$ cat src/snes_cart_pkg.sv
// Cartridge loader constants: header offsets, mapping codes, fill patterns, cheat code layout
package snes_cart_pkg;

	// ==================================================
	// Cartridge stream layout
	// ==================================================

	// Copier header in front of the image
	localparam logic [24:0] HEADER_SKIP = 25'h200;

	// Stream address of the ROM size word, RAM size follows two bytes later
	localparam logic [24:0] LOROM_HDR_ADDR   = 25'h007FD6 + HEADER_SKIP;
	localparam logic [24:0] HIROM_HDR_ADDR   = 25'h00FFD6 + HEADER_SKIP;
	localparam logic [24:0] EXHIROM_HDR_ADDR = 25'h40FFD6 + HEADER_SKIP;

	// Mapping override from the menu
	localparam logic [2:0] MAP_AUTO      = 3'd0;
	localparam logic [2:0] MAP_NO_HEADER = 3'd1;
	localparam logic [2:0] MAP_LOROM     = 3'd2;
	localparam logic [2:0] MAP_HIROM     = 3'd3;
	localparam logic [2:0] MAP_EXHIROM   = 3'd4;

	// Download index values
	localparam logic [7:0] INDEX_CART  = 8'h00;
	localparam logic [7:0] INDEX_CHEAT = 8'hFF;

	// One size code step doubles this many bytes
	localparam logic [23:0] SIZE_UNIT        = 24'd1024;
	localparam logic [3:0]  DEFAULT_ROM_SIZE = 4'd12;

	// 512 byte sectors on the storage side
	localparam int unsigned SECTOR_SHIFT = 9;

	// ==================================================
	// Work RAM power-up patterns
	// ==================================================

	localparam logic [1:0] WRAM_INIT_9966 = 2'd0;
	localparam logic [1:0] WRAM_INIT_00FF = 2'd1;
	localparam logic [1:0] WRAM_INIT_55   = 2'd2;
	localparam logic [1:0] WRAM_INIT_FF   = 2'd3;

	localparam logic [7:0] FILL_99 = 8'h99;
	localparam logic [7:0] FILL_66 = 8'h66;
	localparam logic [7:0] FILL_00 = 8'h00;
	localparam logic [7:0] FILL_FF = 8'hFF;
	localparam logic [7:0] FILL_55 = 8'h55;

	// ==================================================
	// Cheat code
	// ==================================================

	// Same 128 bits seen as file word slots or as code fields
	typedef union packed {
		logic [7:0][15:0] words;
		struct packed {
			logic [31:0] flags;
			logic [31:0] address;
			logic [31:0] compare;
			logic [31:0] replace;
		} fields;
	} cheat_code_t;

	// Slot for each file word position, low word of each field first
	localparam logic [7:0][2:0] CHEAT_SLOT = {
		3'd1, 3'd0, 3'd3, 3'd2, 3'd5, 3'd4, 3'd7, 3'd6
	};

endpackage
$ cat src/cart_loader_top.sv
// Cartridge loading front end: download decode and unit interconnect
`timescale 1ns/10ps

module cart_loader_top #(
	parameter int FILL_ADDR_BITS = 17
) (
	input  logic                       clk_sys,
	input  logic                       reset,
	input  logic                       ioctl_download,
	input  logic [7:0]                 ioctl_index,
	input  logic [24:0]                ioctl_addr,
	input  logic [15:0]                ioctl_dout,
	input  logic                       ioctl_wr,
	input  logic [2:0]                 lhrom_type,
	input  logic [1:0]                 region_sel,
	input  logic [1:0]                 wram_init,
	input  logic                       bk_load,
	input  logic                       bk_save,
	input  logic                       autosave,
	input  logic                       osd_status,
	input  logic                       bsram_write,
	input  logic                       img_mounted,
	input  logic                       img_readonly,
	input  logic                       img_size_nz,
	input  logic                       sd_ack,
	output logic [7:0]                 rom_type,
	output logic [23:0]                rom_mask,
	output logic [23:0]                ram_mask,
	output logic                       pal,
	output snes_cart_pkg::cheat_code_t gg_code,
	output logic                       gg_valid,
	output logic                       clearing,
	output logic [FILL_ADDR_BITS-1:0]  fill_addr,
	output logic [7:0]                 wram_fill_data,
	output logic [31:0]                sd_lba,
	output logic                       sd_rd,
	output logic                       sd_wr,
	output logic                       bk_busy,
	output logic                       bk_loading,
	output logic                       bk_pending,
	output logic                       bk_ena,
	output logic                       led
);

	logic cart_download;
	logic code_download;
	logic download_start;
	logic old_cart_download;

	// ==================================================
	// Download kind
	// ==================================================

	assign cart_download = ioctl_download &&
		ioctl_index[5:0] == snes_cart_pkg::INDEX_CART[5:0];
	assign code_download = ioctl_download && ioctl_index == snes_cart_pkg::INDEX_CHEAT;

	always_ff @(posedge clk_sys) begin
		if (reset)
			old_cart_download <= 1'b0;
		else
			old_cart_download <= cart_download;
	end

	assign download_start = cart_download & ~old_cart_download;

	// Activity or an unsaved backup
	assign led = cart_download | (autosave & bk_pending);

	cart_header_detect cart_header_detect_i (
		.clk_sys(clk_sys), .reset(reset), .cart_download(cart_download),
		.ioctl_wr(ioctl_wr), .ioctl_addr(ioctl_addr), .ioctl_dout(ioctl_dout),
		.lhrom_type(lhrom_type), .region_sel(region_sel),
		.rom_type(rom_type), .rom_mask(rom_mask), .ram_mask(ram_mask), .pal(pal)
	);

	cheat_code_loader cheat_code_loader_i (
		.clk_sys(clk_sys), .reset(reset), .code_download(code_download),
		.ioctl_wr(ioctl_wr), .ioctl_addr(ioctl_addr[3:0]), .ioctl_dout(ioctl_dout),
		.gg_code(gg_code), .gg_valid(gg_valid)
	);

	ram_clear #(
		.FILL_ADDR_BITS(FILL_ADDR_BITS)
	) ram_clear_i (
		.clk_sys(clk_sys), .reset(reset), .download_start(download_start),
		.wram_init(wram_init), .clearing(clearing), .fill_addr(fill_addr),
		.wram_fill_data(wram_fill_data)
	);

	backup_sync backup_sync_i (
		.clk_sys(clk_sys), .reset(reset), .cart_download(cart_download),
		.download_start(download_start), .img_mounted(img_mounted),
		.img_readonly(img_readonly), .img_size_nz(img_size_nz), .ram_mask(ram_mask),
		.bk_load(bk_load), .bk_save(bk_save), .autosave(autosave),
		.osd_status(osd_status), .bsram_write(bsram_write), .sd_ack(sd_ack),
		.sd_lba(sd_lba), .sd_rd(sd_rd), .sd_wr(sd_wr), .bk_busy(bk_busy),
		.bk_loading(bk_loading), .bk_pending(bk_pending), .bk_ena(bk_ena)
	);

endmodule

$ cat src/backup_sync.sv
// Backup RAM enable, pending write tracking and sector transfer sequencer
`timescale 1ns/10ps

module backup_sync (
	input  logic        clk_sys,
	input  logic        reset,
	input  logic        cart_download,
	input  logic        download_start,
	input  logic        img_mounted,
	input  logic        img_readonly,
	input  logic        img_size_nz,
	input  logic [23:0] ram_mask,
	input  logic        bk_load,
	input  logic        bk_save,
	input  logic        autosave,
	input  logic        osd_status,
	input  logic        bsram_write,
	input  logic        sd_ack,
	output logic [31:0] sd_lba,
	output logic        sd_rd,
	output logic        sd_wr,
	output logic        bk_busy,
	output logic        bk_loading,
	output logic        bk_pending,
	output logic        bk_ena
);

	logic        old_download;
	logic        old_load;
	logic        old_save;
	logic        old_ack;
	logic        load_req;
	logic        save_req;
	logic        auto_load;
	logic [31:0] last_lba;

	// Autosave fires once the menu is open
	assign load_req  = bk_load & bk_ena;
	assign save_req  = (bk_save | (bk_pending & osd_status & autosave)) & bk_ena;
	assign auto_load = old_download & ~cart_download & img_size_nz & bk_ena;
	assign last_lba  = {8'd0, ram_mask} >> snes_cart_pkg::SECTOR_SHIFT;

	// ==================================================
	// Enable and pending flags
	// ==================================================

	always_ff @(posedge clk_sys) begin
		if (reset) begin
			old_download <= 1'b0;
			bk_ena       <= 1'b0;
			bk_pending   <= 1'b0;
		end else begin
			old_download <= cart_download;
			if (download_start)
				bk_ena <= 1'b0;
			// Save file is mounted before the download ends
			if (cart_download && img_mounted && !img_readonly)
				bk_ena <= |ram_mask;
			if (bk_ena && !osd_status && bsram_write)
				bk_pending <= 1'b1;
			else if (bk_busy || !bk_ena)
				bk_pending <= 1'b0;
		end
	end

	// ==================================================
	// Sector sequencer
	// ==================================================

	always_ff @(posedge clk_sys) begin
		if (reset) begin
			old_load   <= 1'b0;
			old_save   <= 1'b0;
			old_ack    <= 1'b0;
			sd_rd      <= 1'b0;
			sd_wr      <= 1'b0;
			sd_lba     <= 32'd0;
			bk_busy    <= 1'b0;
			bk_loading <= 1'b0;
		end else begin
			old_load <= load_req;
			old_save <= save_req;
			old_ack  <= sd_ack;
			if (sd_ack && !old_ack) begin
				sd_rd <= 1'b0;
				sd_wr <= 1'b0;
			end
			if (!bk_busy) begin
				if ((load_req && !old_load) || (save_req && !old_save) || auto_load) begin
					bk_busy    <= 1'b1;
					bk_loading <= load_req | auto_load;
					sd_lba     <= 32'd0;
					sd_rd      <= load_req | auto_load;
					sd_wr      <= ~(load_req | auto_load);
				end
			end else if (old_ack && !sd_ack) begin
				if (sd_lba >= last_lba) begin
					bk_busy    <= 1'b0;
					bk_loading <= 1'b0;
				end else begin
					sd_lba <= sd_lba + 32'd1;
					sd_rd  <= bk_loading;
					sd_wr  <= ~bk_loading;
				end
			end
		end
	end

	a_rd_wr_excl : assert property (
		@(posedge clk_sys) disable iff (reset)
		!(sd_rd && sd_wr)
	);

endmodule

$ cat src/ram_clear.sv
// Memory clear sweep with work RAM power-up pattern
`timescale 1ns/10ps

module ram_clear #(
	parameter int FILL_ADDR_BITS = 17
) (
	input  logic                      clk_sys,
	input  logic                      reset,
	input  logic                      download_start,
	input  logic [1:0]                wram_init,
	output logic                      clearing,
	output logic [FILL_ADDR_BITS-1:0] fill_addr,
	output logic [7:0]                wram_fill_data
);

	// ==================================================
	// Sweep counter
	// ==================================================

	always_ff @(posedge clk_sys) begin
		if (reset) begin
			clearing  <= 1'b0;
			fill_addr <= '0;
		end else begin
			if (download_start) begin
				clearing  <= 1'b1;
				fill_addr <= '0;
			end else begin
				// One pass over the whole range
				if (&fill_addr)
					clearing <= 1'b0;
				if (clearing)
					fill_addr <= fill_addr + 1'b1;
				else
					fill_addr <= '0;
			end
		end
	end

	// ==================================================
	// Fill pattern
	// ==================================================

	always_comb begin
		case (wram_init)
			snes_cart_pkg::WRAM_INIT_9966:
				wram_fill_data = (fill_addr[8] ^ fill_addr[2]) ?
					snes_cart_pkg::FILL_66 : snes_cart_pkg::FILL_99;
			snes_cart_pkg::WRAM_INIT_00FF:
				wram_fill_data = (fill_addr[9] ^ fill_addr[0]) ?
					snes_cart_pkg::FILL_FF : snes_cart_pkg::FILL_00;
			snes_cart_pkg::WRAM_INIT_55:
				wram_fill_data = snes_cart_pkg::FILL_55;
			default:
				wram_fill_data = snes_cart_pkg::FILL_FF;
		endcase
	end

	a_idle_addr_zero : assert property (
		@(posedge clk_sys) disable iff (reset)
		!clearing |-> fill_addr == '0
	);

endmodule

$ cat src/cheat_code_loader.sv
// Cheat file word collector and cheat code strobe
`timescale 1ns/10ps

module cheat_code_loader (
	input  logic                      clk_sys,
	input  logic                      reset,
	input  logic                      code_download,
	input  logic                      ioctl_wr,
	input  logic [3:0]                ioctl_addr,
	input  logic [15:0]               ioctl_dout,
	output snes_cart_pkg::cheat_code_t gg_code,
	output logic                      gg_valid
);

	logic       code_wr;
	logic [2:0] word_pos;

	// Words sit on even byte addresses
	assign code_wr  = code_download & ioctl_wr & ~ioctl_addr[0];
	assign word_pos = ioctl_addr[3:1];

	always_ff @(posedge clk_sys) begin
		if (code_wr)
			gg_code.words[snes_cart_pkg::CHEAT_SLOT[word_pos]] <= ioctl_dout;
	end

	// Last word of a code completes it
	always_ff @(posedge clk_sys) begin
		if (reset)
			gg_valid <= 1'b0;
		else
			gg_valid <= code_wr && word_pos == 3'd7;
	end

	a_valid_single : assert property (
		@(posedge clk_sys) disable iff (reset)
		gg_valid |=> !gg_valid
	);

endmodule

$ cat src/cart_header_detect.sv
// Cartridge header decoder: mapping type, ROM and RAM size masks, video region
`timescale 1ns/10ps

module cart_header_detect (
	input  logic        clk_sys,
	input  logic        reset,
	input  logic        cart_download,
	input  logic        ioctl_wr,
	input  logic [24:0] ioctl_addr,
	input  logic [15:0] ioctl_dout,
	input  logic [2:0]  lhrom_type,
	input  logic [1:0]  region_sel,
	output logic [7:0]  rom_type,
	output logic [23:0] rom_mask,
	output logic [23:0] ram_mask,
	output logic        pal
);

	logic [3:0]  rom_size;
	logic [3:0]  ram_size;
	logic        rom_region;
	logic [3:0]  rom_size_nx;
	logic [3:0]  ram_size_nx;
	logic [7:0]  rom_type_nx;
	logic [24:0] size_addr;
	logic        size_fixed;

	// Where a fixed mapping keeps its size bytes
	always_comb begin
		size_fixed = 1'b1;
		case (lhrom_type)
			snes_cart_pkg::MAP_LOROM:   size_addr = snes_cart_pkg::LOROM_HDR_ADDR;
			snes_cart_pkg::MAP_HIROM:   size_addr = snes_cart_pkg::HIROM_HDR_ADDR;
			snes_cart_pkg::MAP_EXHIROM: size_addr = snes_cart_pkg::EXHIROM_HDR_ADDR;
			default: begin
				size_addr  = 25'd0;
				size_fixed = 1'b0;
			end
		endcase
	end

	always_comb begin
		rom_size_nx = rom_size;
		ram_size_nx = ram_size;
		rom_type_nx = rom_type;
		if (ioctl_addr == 25'd0) begin
			rom_size_nx = snes_cart_pkg::DEFAULT_ROM_SIZE;
			ram_size_nx = 4'd0;
			// Loader puts packed sizes in the first byte
			if (lhrom_type == snes_cart_pkg::MAP_AUTO && ioctl_dout[7:0] != 8'd0)
				{ram_size_nx, rom_size_nx} = ioctl_dout[7:0];
			case (lhrom_type)
				snes_cart_pkg::MAP_NO_HEADER,
				snes_cart_pkg::MAP_LOROM:   rom_type_nx = 8'd0;
				snes_cart_pkg::MAP_HIROM:   rom_type_nx = 8'd1;
				snes_cart_pkg::MAP_EXHIROM: rom_type_nx = 8'd2;
				default:                    rom_type_nx = ioctl_dout[15:8];
			endcase
		end
		if (size_fixed && ioctl_addr == size_addr)
			rom_size_nx = ioctl_dout[11:8];
		if (size_fixed && ioctl_addr == size_addr + 25'd2)
			ram_size_nx = ioctl_dout[3:0];
	end

	always_ff @(posedge clk_sys) begin
		if (reset) begin
			rom_size   <= 4'd0;
			ram_size   <= 4'd0;
			rom_region <= 1'b0;
			rom_type   <= 8'd0;
			rom_mask   <= 24'd0;
			ram_mask   <= 24'd0;
			pal        <= 1'b0;
		end else if (cart_download) begin
			if (ioctl_wr) begin
				rom_size <= rom_size_nx;
				ram_size <= ram_size_nx;
				rom_type <= rom_type_nx;
				if (ioctl_addr == 25'd2)
					rom_region <= ioctl_dout[8];
				// Masks follow the new sizes right away
				rom_mask <= (snes_cart_pkg::SIZE_UNIT << rom_size_nx) - 24'd1;
				ram_mask <= (ram_size_nx != 4'd0) ?
					(snes_cart_pkg::SIZE_UNIT << ram_size_nx) - 24'd1 : 24'd0;
			end
		end else begin
			// 0 auto, 1 NTSC, 2 PAL
			pal <= (region_sel == 2'd0) ? rom_region : region_sel[1];
		end
	end

endmodule

$ cat config.mk
export PLATFORM = sky130hd
export DESIGN_NAME = cart_loader_top
export DESIGN_NICKNAME = d
export VERILOG_FILES = /design/src/snes_cart_pkg.sv /design/src/cart_loader_top.sv /design/src/backup_sync.sv /design/src/ram_clear.sv /design/src/cheat_code_loader.sv /design/src/cart_header_detect.sv
export SDC_FILE = /design/constraint.sdc
export NUM_CORES = 1
export LEC_CHECK = 0
export BUFFER_PORTS_ARGS = -buffer_cell sky130_fd_sc_hd__buf_4
export CAP_MARGIN = 10
export CELL_PAD_IN_SITES_DETAIL_PLACEMENT = 1
export CELL_PAD_IN_SITES_GLOBAL_PLACEMENT = 1
export CORE_MARGIN = 4
export CORE_UTILIZATION = 39
export DETAILED_ROUTE_END_ITERATION = 6
export PLACE_DENSITY = 0.92
export SLEW_MARGIN = 20
export SYNTH_ARGS = -nofsm -noshare
export SYNTH_HDL_FRONTEND = slang
export SYNTH_SLANG_ARGS = --single-unit
$ cat constraint.sdc
create_clock -name clk_sys -period 4.4 [get_ports clk_sys]
set_input_delay 0.22 -clock clk_sys [delete_from_list [all_inputs] [get_ports clk_sys]]
set_output_delay 0.22 -clock clk_sys [all_outputs]
set_load 0.05 [all_outputs]
==> impl_metrics.toml, run 1 <==
[power]
netSwitchingFraction_pct = 21.3
p_clk_share_pct = 44.8
power.density_nw_per_um2 = 347
p_comb_share_pct = 4.0
ir_drop_mv = 0.271
seqPwrFrac_pct = 51.3
switching_power_uw = 970
internal_power_mw = 3.58
leakagePower_nw = 5.20

[floorplan]
core_area_um2 = 23800
num_io_pins = 320
dieWidth_um = 164
initial_core_util_pct = 40.2
dieArea_um2 = 27000
die_h_um = 164
row_count = 56

[timing]
post-route-min-period_ps = 3460
max_freq_ghz = 0.289
setup_viol = 0
drv_slew = 0
fin_crit_sh_pct = 78.7
final-hold-violation-count = 0
tns_ps = 0
setup_slack_ps = 937
rsz0062_at_grt = "no"
worst-slew-pin-transition_ps = 1050
maxSlewHeadroom_pct = 29.7
finClkSkew_ps = 16.6

[logic_synthesis]
synth_top_area_share_pct = 40.3
yosysWarningCount = 0
synthFlopType = "edfxtp_1"
ys_top_cells_by_count = "edfxtp_1, dfxtp_1, nor2_1"
synth.net_count = 931
synth_area_leaders = "edfxtp_1, dfxtp_1, nor2_1, nand2_1, a21oi_1"
synth-edff-count = 128
syn_avg_cell_area_um2 = 11.3
yosysTopAreaCell = "edfxtp_1"
netlist_area_um2 = 9540
ys_seq_area_share_pct = 63.2
ys_seq_elements = 237
synthCells = 842
synth.distinct_cells = 56
async_reset_ff_share_pct = 0
post-synth-top-count-cell = "edfxtp_1"

[worst_setup_path]
required_ps = 4830
critPathCaptureType = "flip-flop"
slowest_stage = "mux2_2"
rrSetupSlack_ps = 1280
critical-path-max-stage-delay_ps = 560
crit_fanout = 16
crit_start = "ioctl_addr[0]"
crit_family = "simple AND/OR/NAND/NOR gates"
arrival_ps = 3900
worst_r2r_endpoint = "backup_sync_i.sd_lba[12]"
startpoint_type = "input port"
reg2reg_depth = 10
cp.buffers_inverters = 1
regToRegStartpoint = "cart_header_detect_i.ram_mask[9]"
cp.depth = 13
cp_cell_sequence = "buf_4 -> nor4_1 -> nand4_1 -> a211oi_2 -> nand4_1 -> mux2_2 -> nor3_1 -> nand2_1 -> ha_1 -> nor4_1 -> a21oi_1 -> o211a_1 -> nor3_1"
critPathCapture = "cart_header_detect_i.rom_mask[22]"
path_class = "input port to flip-flop"

[clocking]
htreeDepth = 1
cts_inserted_buffers = 25
numClockSinks = 237
cts_root_buf = "clkbuf_16"
cts_resized = 0
clk_pin_slew_worst_paths_ps = 70
cts_tree = "built"
cts.path.max_buffers = 3
clk_latency_ps = 510

[cells_and_area]
synthToLayoutAreaGrowth_pct = 37.5
final_net_count = 1255
nFillCells = 2522
antenna_cells = 0
design_area_um2 = 13100
drive_gt1_share_pct = 33.2

[global_route]
use_met1_pct = 27.5
grt_pass1_wl_mm = 47.3
gr-total-overflow = 0
grt_max_degree = 63
grt_use_total_pct = 22.3
grt.busiest_layer = "met2"
grt_pass1_vias = 8170
grt_use_met2_pct = 40.1
antenna_found_initial = 0
gr-usage-met3_pct = 5.17

[routing]
drtPass1Iterations = 5
drt.antenna.violating_nets = 0
drc = 0
wirelength_mm = 31.5
drt_iter0_markers = 428
vias_per_cell = 5.33
num_vias = 8012
wl_per_cell_um = 20.9

[placement]
gp_congestion = 0.837
io_buffers = 319
hpwl_mm = 22.0
preCtsSetupSlack_ps = 442
postPlaceCellArea_um2 = 12200

[worst_hold_path]
min_path_cells = 1
hold_class = "input port to flip-flop"

[run_status]
status = "complete, no violations"

[job]
maxCapViolCount = 0
-- worst reg2reg max path, stage by stage (launching register included) --
cell and delay [ps]:
dfxtp_1 610, ha_1 310, nand2b_1 140, a21o_1 180, a21o_1 170, a21oi_1 150
o211ai_1 110, a21oi_1 360, o211ai_1 410, or3_1 470, a21oi_1 140
-- stage by stage --
step	hold slack [ps]	util [%]	power, mW	instances
2_1_floorplan	319	-	2.45	842
6_report	14.3	55.2	4.55	1502
4_1_cts	2.50	55.2	4.56	1501
3_5_place_dp	449	51.3	2.55	1442
5_1_grt	3.86	55.2	4.71	1502
3_3_place_gp	442	51.3	2.54	1442
-- worst min-delay path by stage --
stage                                           startpoint                          endpoint  slack (ps)
after global placement    cart_header_detect_i.rom_type[2]  cart_header_detect_i.rom_type[2]         440
after CTS                                   ioctl_dout[10]   cheat_code_loader_i.gg_code[10]           3
final                                        ioctl_dout[2]   cheat_code_loader_i.gg_code[50]          10
after global routing                         ioctl_dout[9]  cheat_code_loader_i.gg_code[121]           4
after detailed placement  cart_header_detect_i.rom_type[7]  cart_header_detect_i.rom_type[7]         450
after floorplan                              ioctl_dout[0]    cheat_code_loader_i.gg_code[0]         320
-- logic make-up (layout without fill, tap and decap cells) --
group / after synthesis / after routing / share of synthesized area (%)
compound gates: 152 / 152 / 10.1
xor+xnor: 18 / 18 / 1.65
fa+ha+maj: 20 / 20 / 2.62
buf+inv: 83 / 424 / 4.17
flops: 237 / 237 / 63.2
mux: 19 / 19 / 2.20
simple gates: 313 / 313 / 16.1
-- cell type report --
type | count | area, um^2 | share of cell area, %
sequential | 237 | 6030 | 45.9
multi-input combinational | 522 | 3140 | 23.9
timing repair buffer | 349 | 2660 | 20.3
clock buffer | 31 | 658 | 5.02
tap | 319 | 399 | 3.04
clock inverter | 13 | 120 | 0.916
inverter | 31 | 116 | 0.887
-- power groups by stage --
stage               Combinational, mW  Sequential [mW]  Clock, mW
CTS                             0.178             2.33       2.05
detailed placement              0.166             2.38          0
floorplan                      0.0615             2.38          0
global placement                0.162             2.38          0
finish                          0.181             2.33       2.04
global route                    0.193             2.33       2.18
-- layer usage --
| metal | share of wire (%) | up-vias | wire length (um) |
|---|---|---|---|
| li1 | - | 3688 | - |
| met1 | 39 | 3943 | 12400 |
| met2 | 51 | 333 | 15900 |
| met3 | 7.9 | 48 | 2490 |
| met4 | 2.0 | 0 | 640 |
| met5 | 0 | - | 0 |
-- timing repair --
item                      CTS  global route
hold buffers               15             1
hold endpoints to repair   75             5
buffers inserted            0             0
-- flip-flops by register name, summed over array words and instances, names as in the netlist --
signal / count
ram_clear_i.fill_addr: 17
cart_header_detect_i.rom_type: 8
ram_clear_i.clearing: 1
cheat_code_loader_i.gg_code: 128
backup_sync_i.old_download: 1
backup_sync_i.sd_rd: 1
backup_sync_i.bk_pending: 1
backup_sync_i.sd_wr: 1
backup_sync_i.bk_loading: 1
backup_sync_i.bk_busy: 1
cart_header_detect_i.ram_mask: 15
backup_sync_i.bk_ena: 1
backup_sync_i.old_ack: 1
cart_header_detect_i.rom_mask: 15
cheat_code_loader_i.gg_valid: 1
backup_sync_i.old_load: 1
backup_sync_i.sd_lba: 32
cart_header_detect_i.ram_size: 4
cart_header_detect_i.rom_region: 1
cart_header_detect_i.rom_size: 4
cart_header_detect_i.pal: 1
backup_sync_i.old_save: 1
-- placed cells by master (no fill, tap or decap), types with 3 or more instances in the layout --
cell,count
a211oi_1,14
a21o_1,8
a21oi_1,50
a221oi_1,4
a311oi_1,7
a31oi_1,4
and2_1,17
and3_1,9
buf_4,333
clkbuf_1,5
clkbuf_16,25
clkinv_1,3
clkinv_2,5
dfxtp_1,109
dlygate4sd3_1,16
edfxtp_1,128
ha_1,20
inv_1,31
mux2_2,12
mux2i_1,6
nand2_1,67
nand2b_1,10
nand3_1,32
nand4_1,13
nor2_1,83
nor2b_1,6
nor3_1,26
nor3b_1,4
nor4_1,13
o2111ai_1,3
o211ai_1,4
o21a_1,6
o21ai_0,35
or3_1,14
xnor2_1,3
xor2_1,15
Power figures use the tool's default switching activity.
==> run 2: changes to the inputs <==
Settings changed: ABC_AREA from default to 1, CORE_UTILIZATION 39 to 34, PLACE_DENSITY 0.92 to 0.87.
Clock period 4.4 ns to 3.17 ns, I/O delays scaled along.
==> impl_metrics.toml, run 2 <==
[run_status]
status = "complete, no violations"

[power]
power.density_nw_per_um2 = 492
leakagePower_nw = 5.75
ir_drop_mv = 0.291
p_total_mw = 6.70

[worst_setup_path]
critPathCaptureType = "flip-flop"
cp.buffers_inverters = 3
reg2reg_depth = 12
worst_r2r_endpoint = "ram_clear_i.fill_addr[16]"
crit_fanout = 7
rrSetupSlack_ps = 390
crit_family = "simple AND/OR/NAND/NOR gates"
arrival_ps = 3160
cp_cell_sequence = "ha_1 -> nand2_1 -> nor3_1 -> nand3_1 -> nor2_1 -> inv_1 -> nor2_1 -> inv_1 -> nor4_1 -> ha_1 -> inv_1 -> nor2_1"
path_class = "flip-flop to flip-flop"
critical-path-max-stage-delay_ps = 450
startpoint_type = "flip-flop"
required_ps = 3560
slowest_stage = "dfxtp_1"
regToRegStartpoint = "ram_clear_i.fill_addr[0]"

[timing]
post-route-min-period_ps = 2780
rsz0062_at_grt = "no"
maxSlewHeadroom_pct = 52.4
worst-slew-pin-transition_ps = 714
setup_viol = 0
final-hold-violation-count = 0
drv_slew = 0
finClkSkew_ps = 10.4
tns_ps = 0
fin_crit_sh_pct = 87.6
max_freq_ghz = 0.360

[routing]
wirelength_mm = 32.1
drt_iter0_markers = 413
drc = 0
num_vias = 8454
vias_per_cell = 4.85
wl_per_cell_um = 18.4
drt.antenna.violating_nets = 0
drtPass1Iterations = 4

[placement]
hpwl_mm = 23.9
place_inst = 1675
io_buffers = 319
postPlaceCellArea_um2 = 12500
gp_congestion = 0.800

[logic_synthesis]
synthFlopType = "edfxtp_1"
post-synth-top-count-cell = "nand2_1"
yosysWarningCount = 0
synth_top_area_share_pct = 39.4
synth-edff-count = 128
ys_seq_area_share_pct = 61.8
synth.distinct_cells = 47
ys_seq_elements = 237
yosysTopAreaCell = "edfxtp_1"
synth.net_count = 1095
ys_top_cells_by_count = "nand2_1, edfxtp_1, nor2_1"
netlist_area_um2 = 9750
syn_avg_cell_area_um2 = 9.69
async_reset_ff_share_pct = 0
synth_area_leaders = "edfxtp_1, dfxtp_1, nand2_1, nor2_1, inv_1"
synthCells = 1006

[clocking]
cts_inserted_buffers = 25
numClockSinks = 237
postCtsSetupBuffers = 0
cts_tree = "built"
cts_resized = 0
cts.path.max_buffers = 3
cts_root_buf = "clkbuf_16"
clk_latency_ps = 510
clk_pin_slew_worst_paths_ps = 60
htreeDepth = 1

[global_route]
grt_use_total_pct = 19.6
grt_pass1_vias = 8945
grt_pass1_wl_mm = 49.4
gr-total-overflow = 0
antenna_found_initial = 0
grt_max_degree = 65

[cells_and_area]
nFillCells = 3172
final_common_cell = "buf_4"
layout_common_cells = "buf_4, nand2_1, edfxtp_1, nor2_1, dfxtp_1"
synthToLayoutAreaGrowth_pct = 39.8
design_area_um2 = 13600
final_net_count = 1437
layout.cells.non_filler = 1744
drive_gt1_share_pct = 30.9
final_util_pct = 48.7
largest_reg_flops = 128
antenna_cells = 0

[floorplan]
core_area_um2 = 28000
row_count = 61
dieArea_um2 = 31500
dieWidth_um = 177
die_h_um = 177
initial_core_util_pct = 34.8
num_io_pins = 320

[worst_hold_path]
min_from = "osd_status"
hold_class = "input port to flip-flop"
min_to = "backup_sync_i.old_save"
min_path_cells = 5

[job]
maxCapViolCount = 0
## run 2: how the worst max path moves through the flow
stage / start / end / slack, ps / cells after the start
CTS: ram_clear_i.fill_addr[0] / ram_clear_i.fill_addr[16] / 380 / 12
detailed placement: ram_clear_i.fill_addr[0] / ram_clear_i.fill_addr[16] / 410 / 12
global route: cart_header_detect_i.ram_mask[22] / backup_sync_i.sd_lba[26] / 120 / 15
finish: ram_clear_i.fill_addr[0] / ram_clear_i.fill_addr[16] / 390 / 12
global placement: ioctl_addr[3] / cart_header_detect_i.rom_mask[16] / 480 / 20
floorplan: ram_clear_i.fill_addr[0] / ram_clear_i.fill_addr[16] / 650 / 12
## run 2: timing repair
item | 4_1_cts | 5_1_grt
endpoints found under the setup margin | 0 | 0
endpoints found under the hold margin | 138 | 0
hold buffers | 24 | 0
## run 2: layout make-up
| cell class | count | area [um^2] | area share [%] |
|---|---|---|---|
| clock buffers | 28 | 637 | 4.67 |
| flip-flops and latches | 237 | 6030 | 44.2 |
| clock inverters | 17 | 273 | 2.00 |
| well taps | 378 | 473 | 3.47 |
| multi-input cells | 606 | 3030 | 22.2 |
| inverters | 121 | 458 | 3.36 |
| repair buffers | 357 | 2740 | 20.1 |
## run 2: logic make-up after synthesis
| group | Yosys count | synth area share (%) |
|---|---|---|
| flip-flops | 237 | 61.8 |
| XOR/XNOR | 7 | 0.629 |
| buffers and inverters | 163 | 7.36 |
| AND/OR/NAND/NOR | 448 | 20.4 |
| adder cells (fa/ha/maj) | 20 | 2.57 |
| AO/OA/AOI/OAI | 131 | 7.29 |
## run 2: per-layer routing
metal | up-vias | global-route usage [%] | wire length [um]
li1 | 4027 | - | -
met1 | 4055 | 23.0 | 12600
met2 | 328 | 35.4 | 15700
met3 | 44 | 5.99 | 3210
met4 | 0 | 4.35 | 614
met5 | - | 0 | 0
## run 2: power breakdown
part	internal, mW	switching, mW	leakage, nW
Sequential	3.23	0.00167	2.03
Clock	2.02	1.18	0.434
Combinational	0.105	0.165	3.29
Total	5.36	1.35	5.75
## run 2: tightest hold or removal path: stages
cell and delay, ps:
buf_4 110, inv_1 40, o21bai_1 70, inv_1 80
nor3_1 50
## run 2: per-stage QoR
step / worst slack, ps / hold slack (ps)
after floorplan: 645 / 257
after global placement: 484 / 385
after detailed placement: 406 / 406
after CTS: 378 / 17.3
after global routing: 118 / 31.7
final: 395 / 49.6
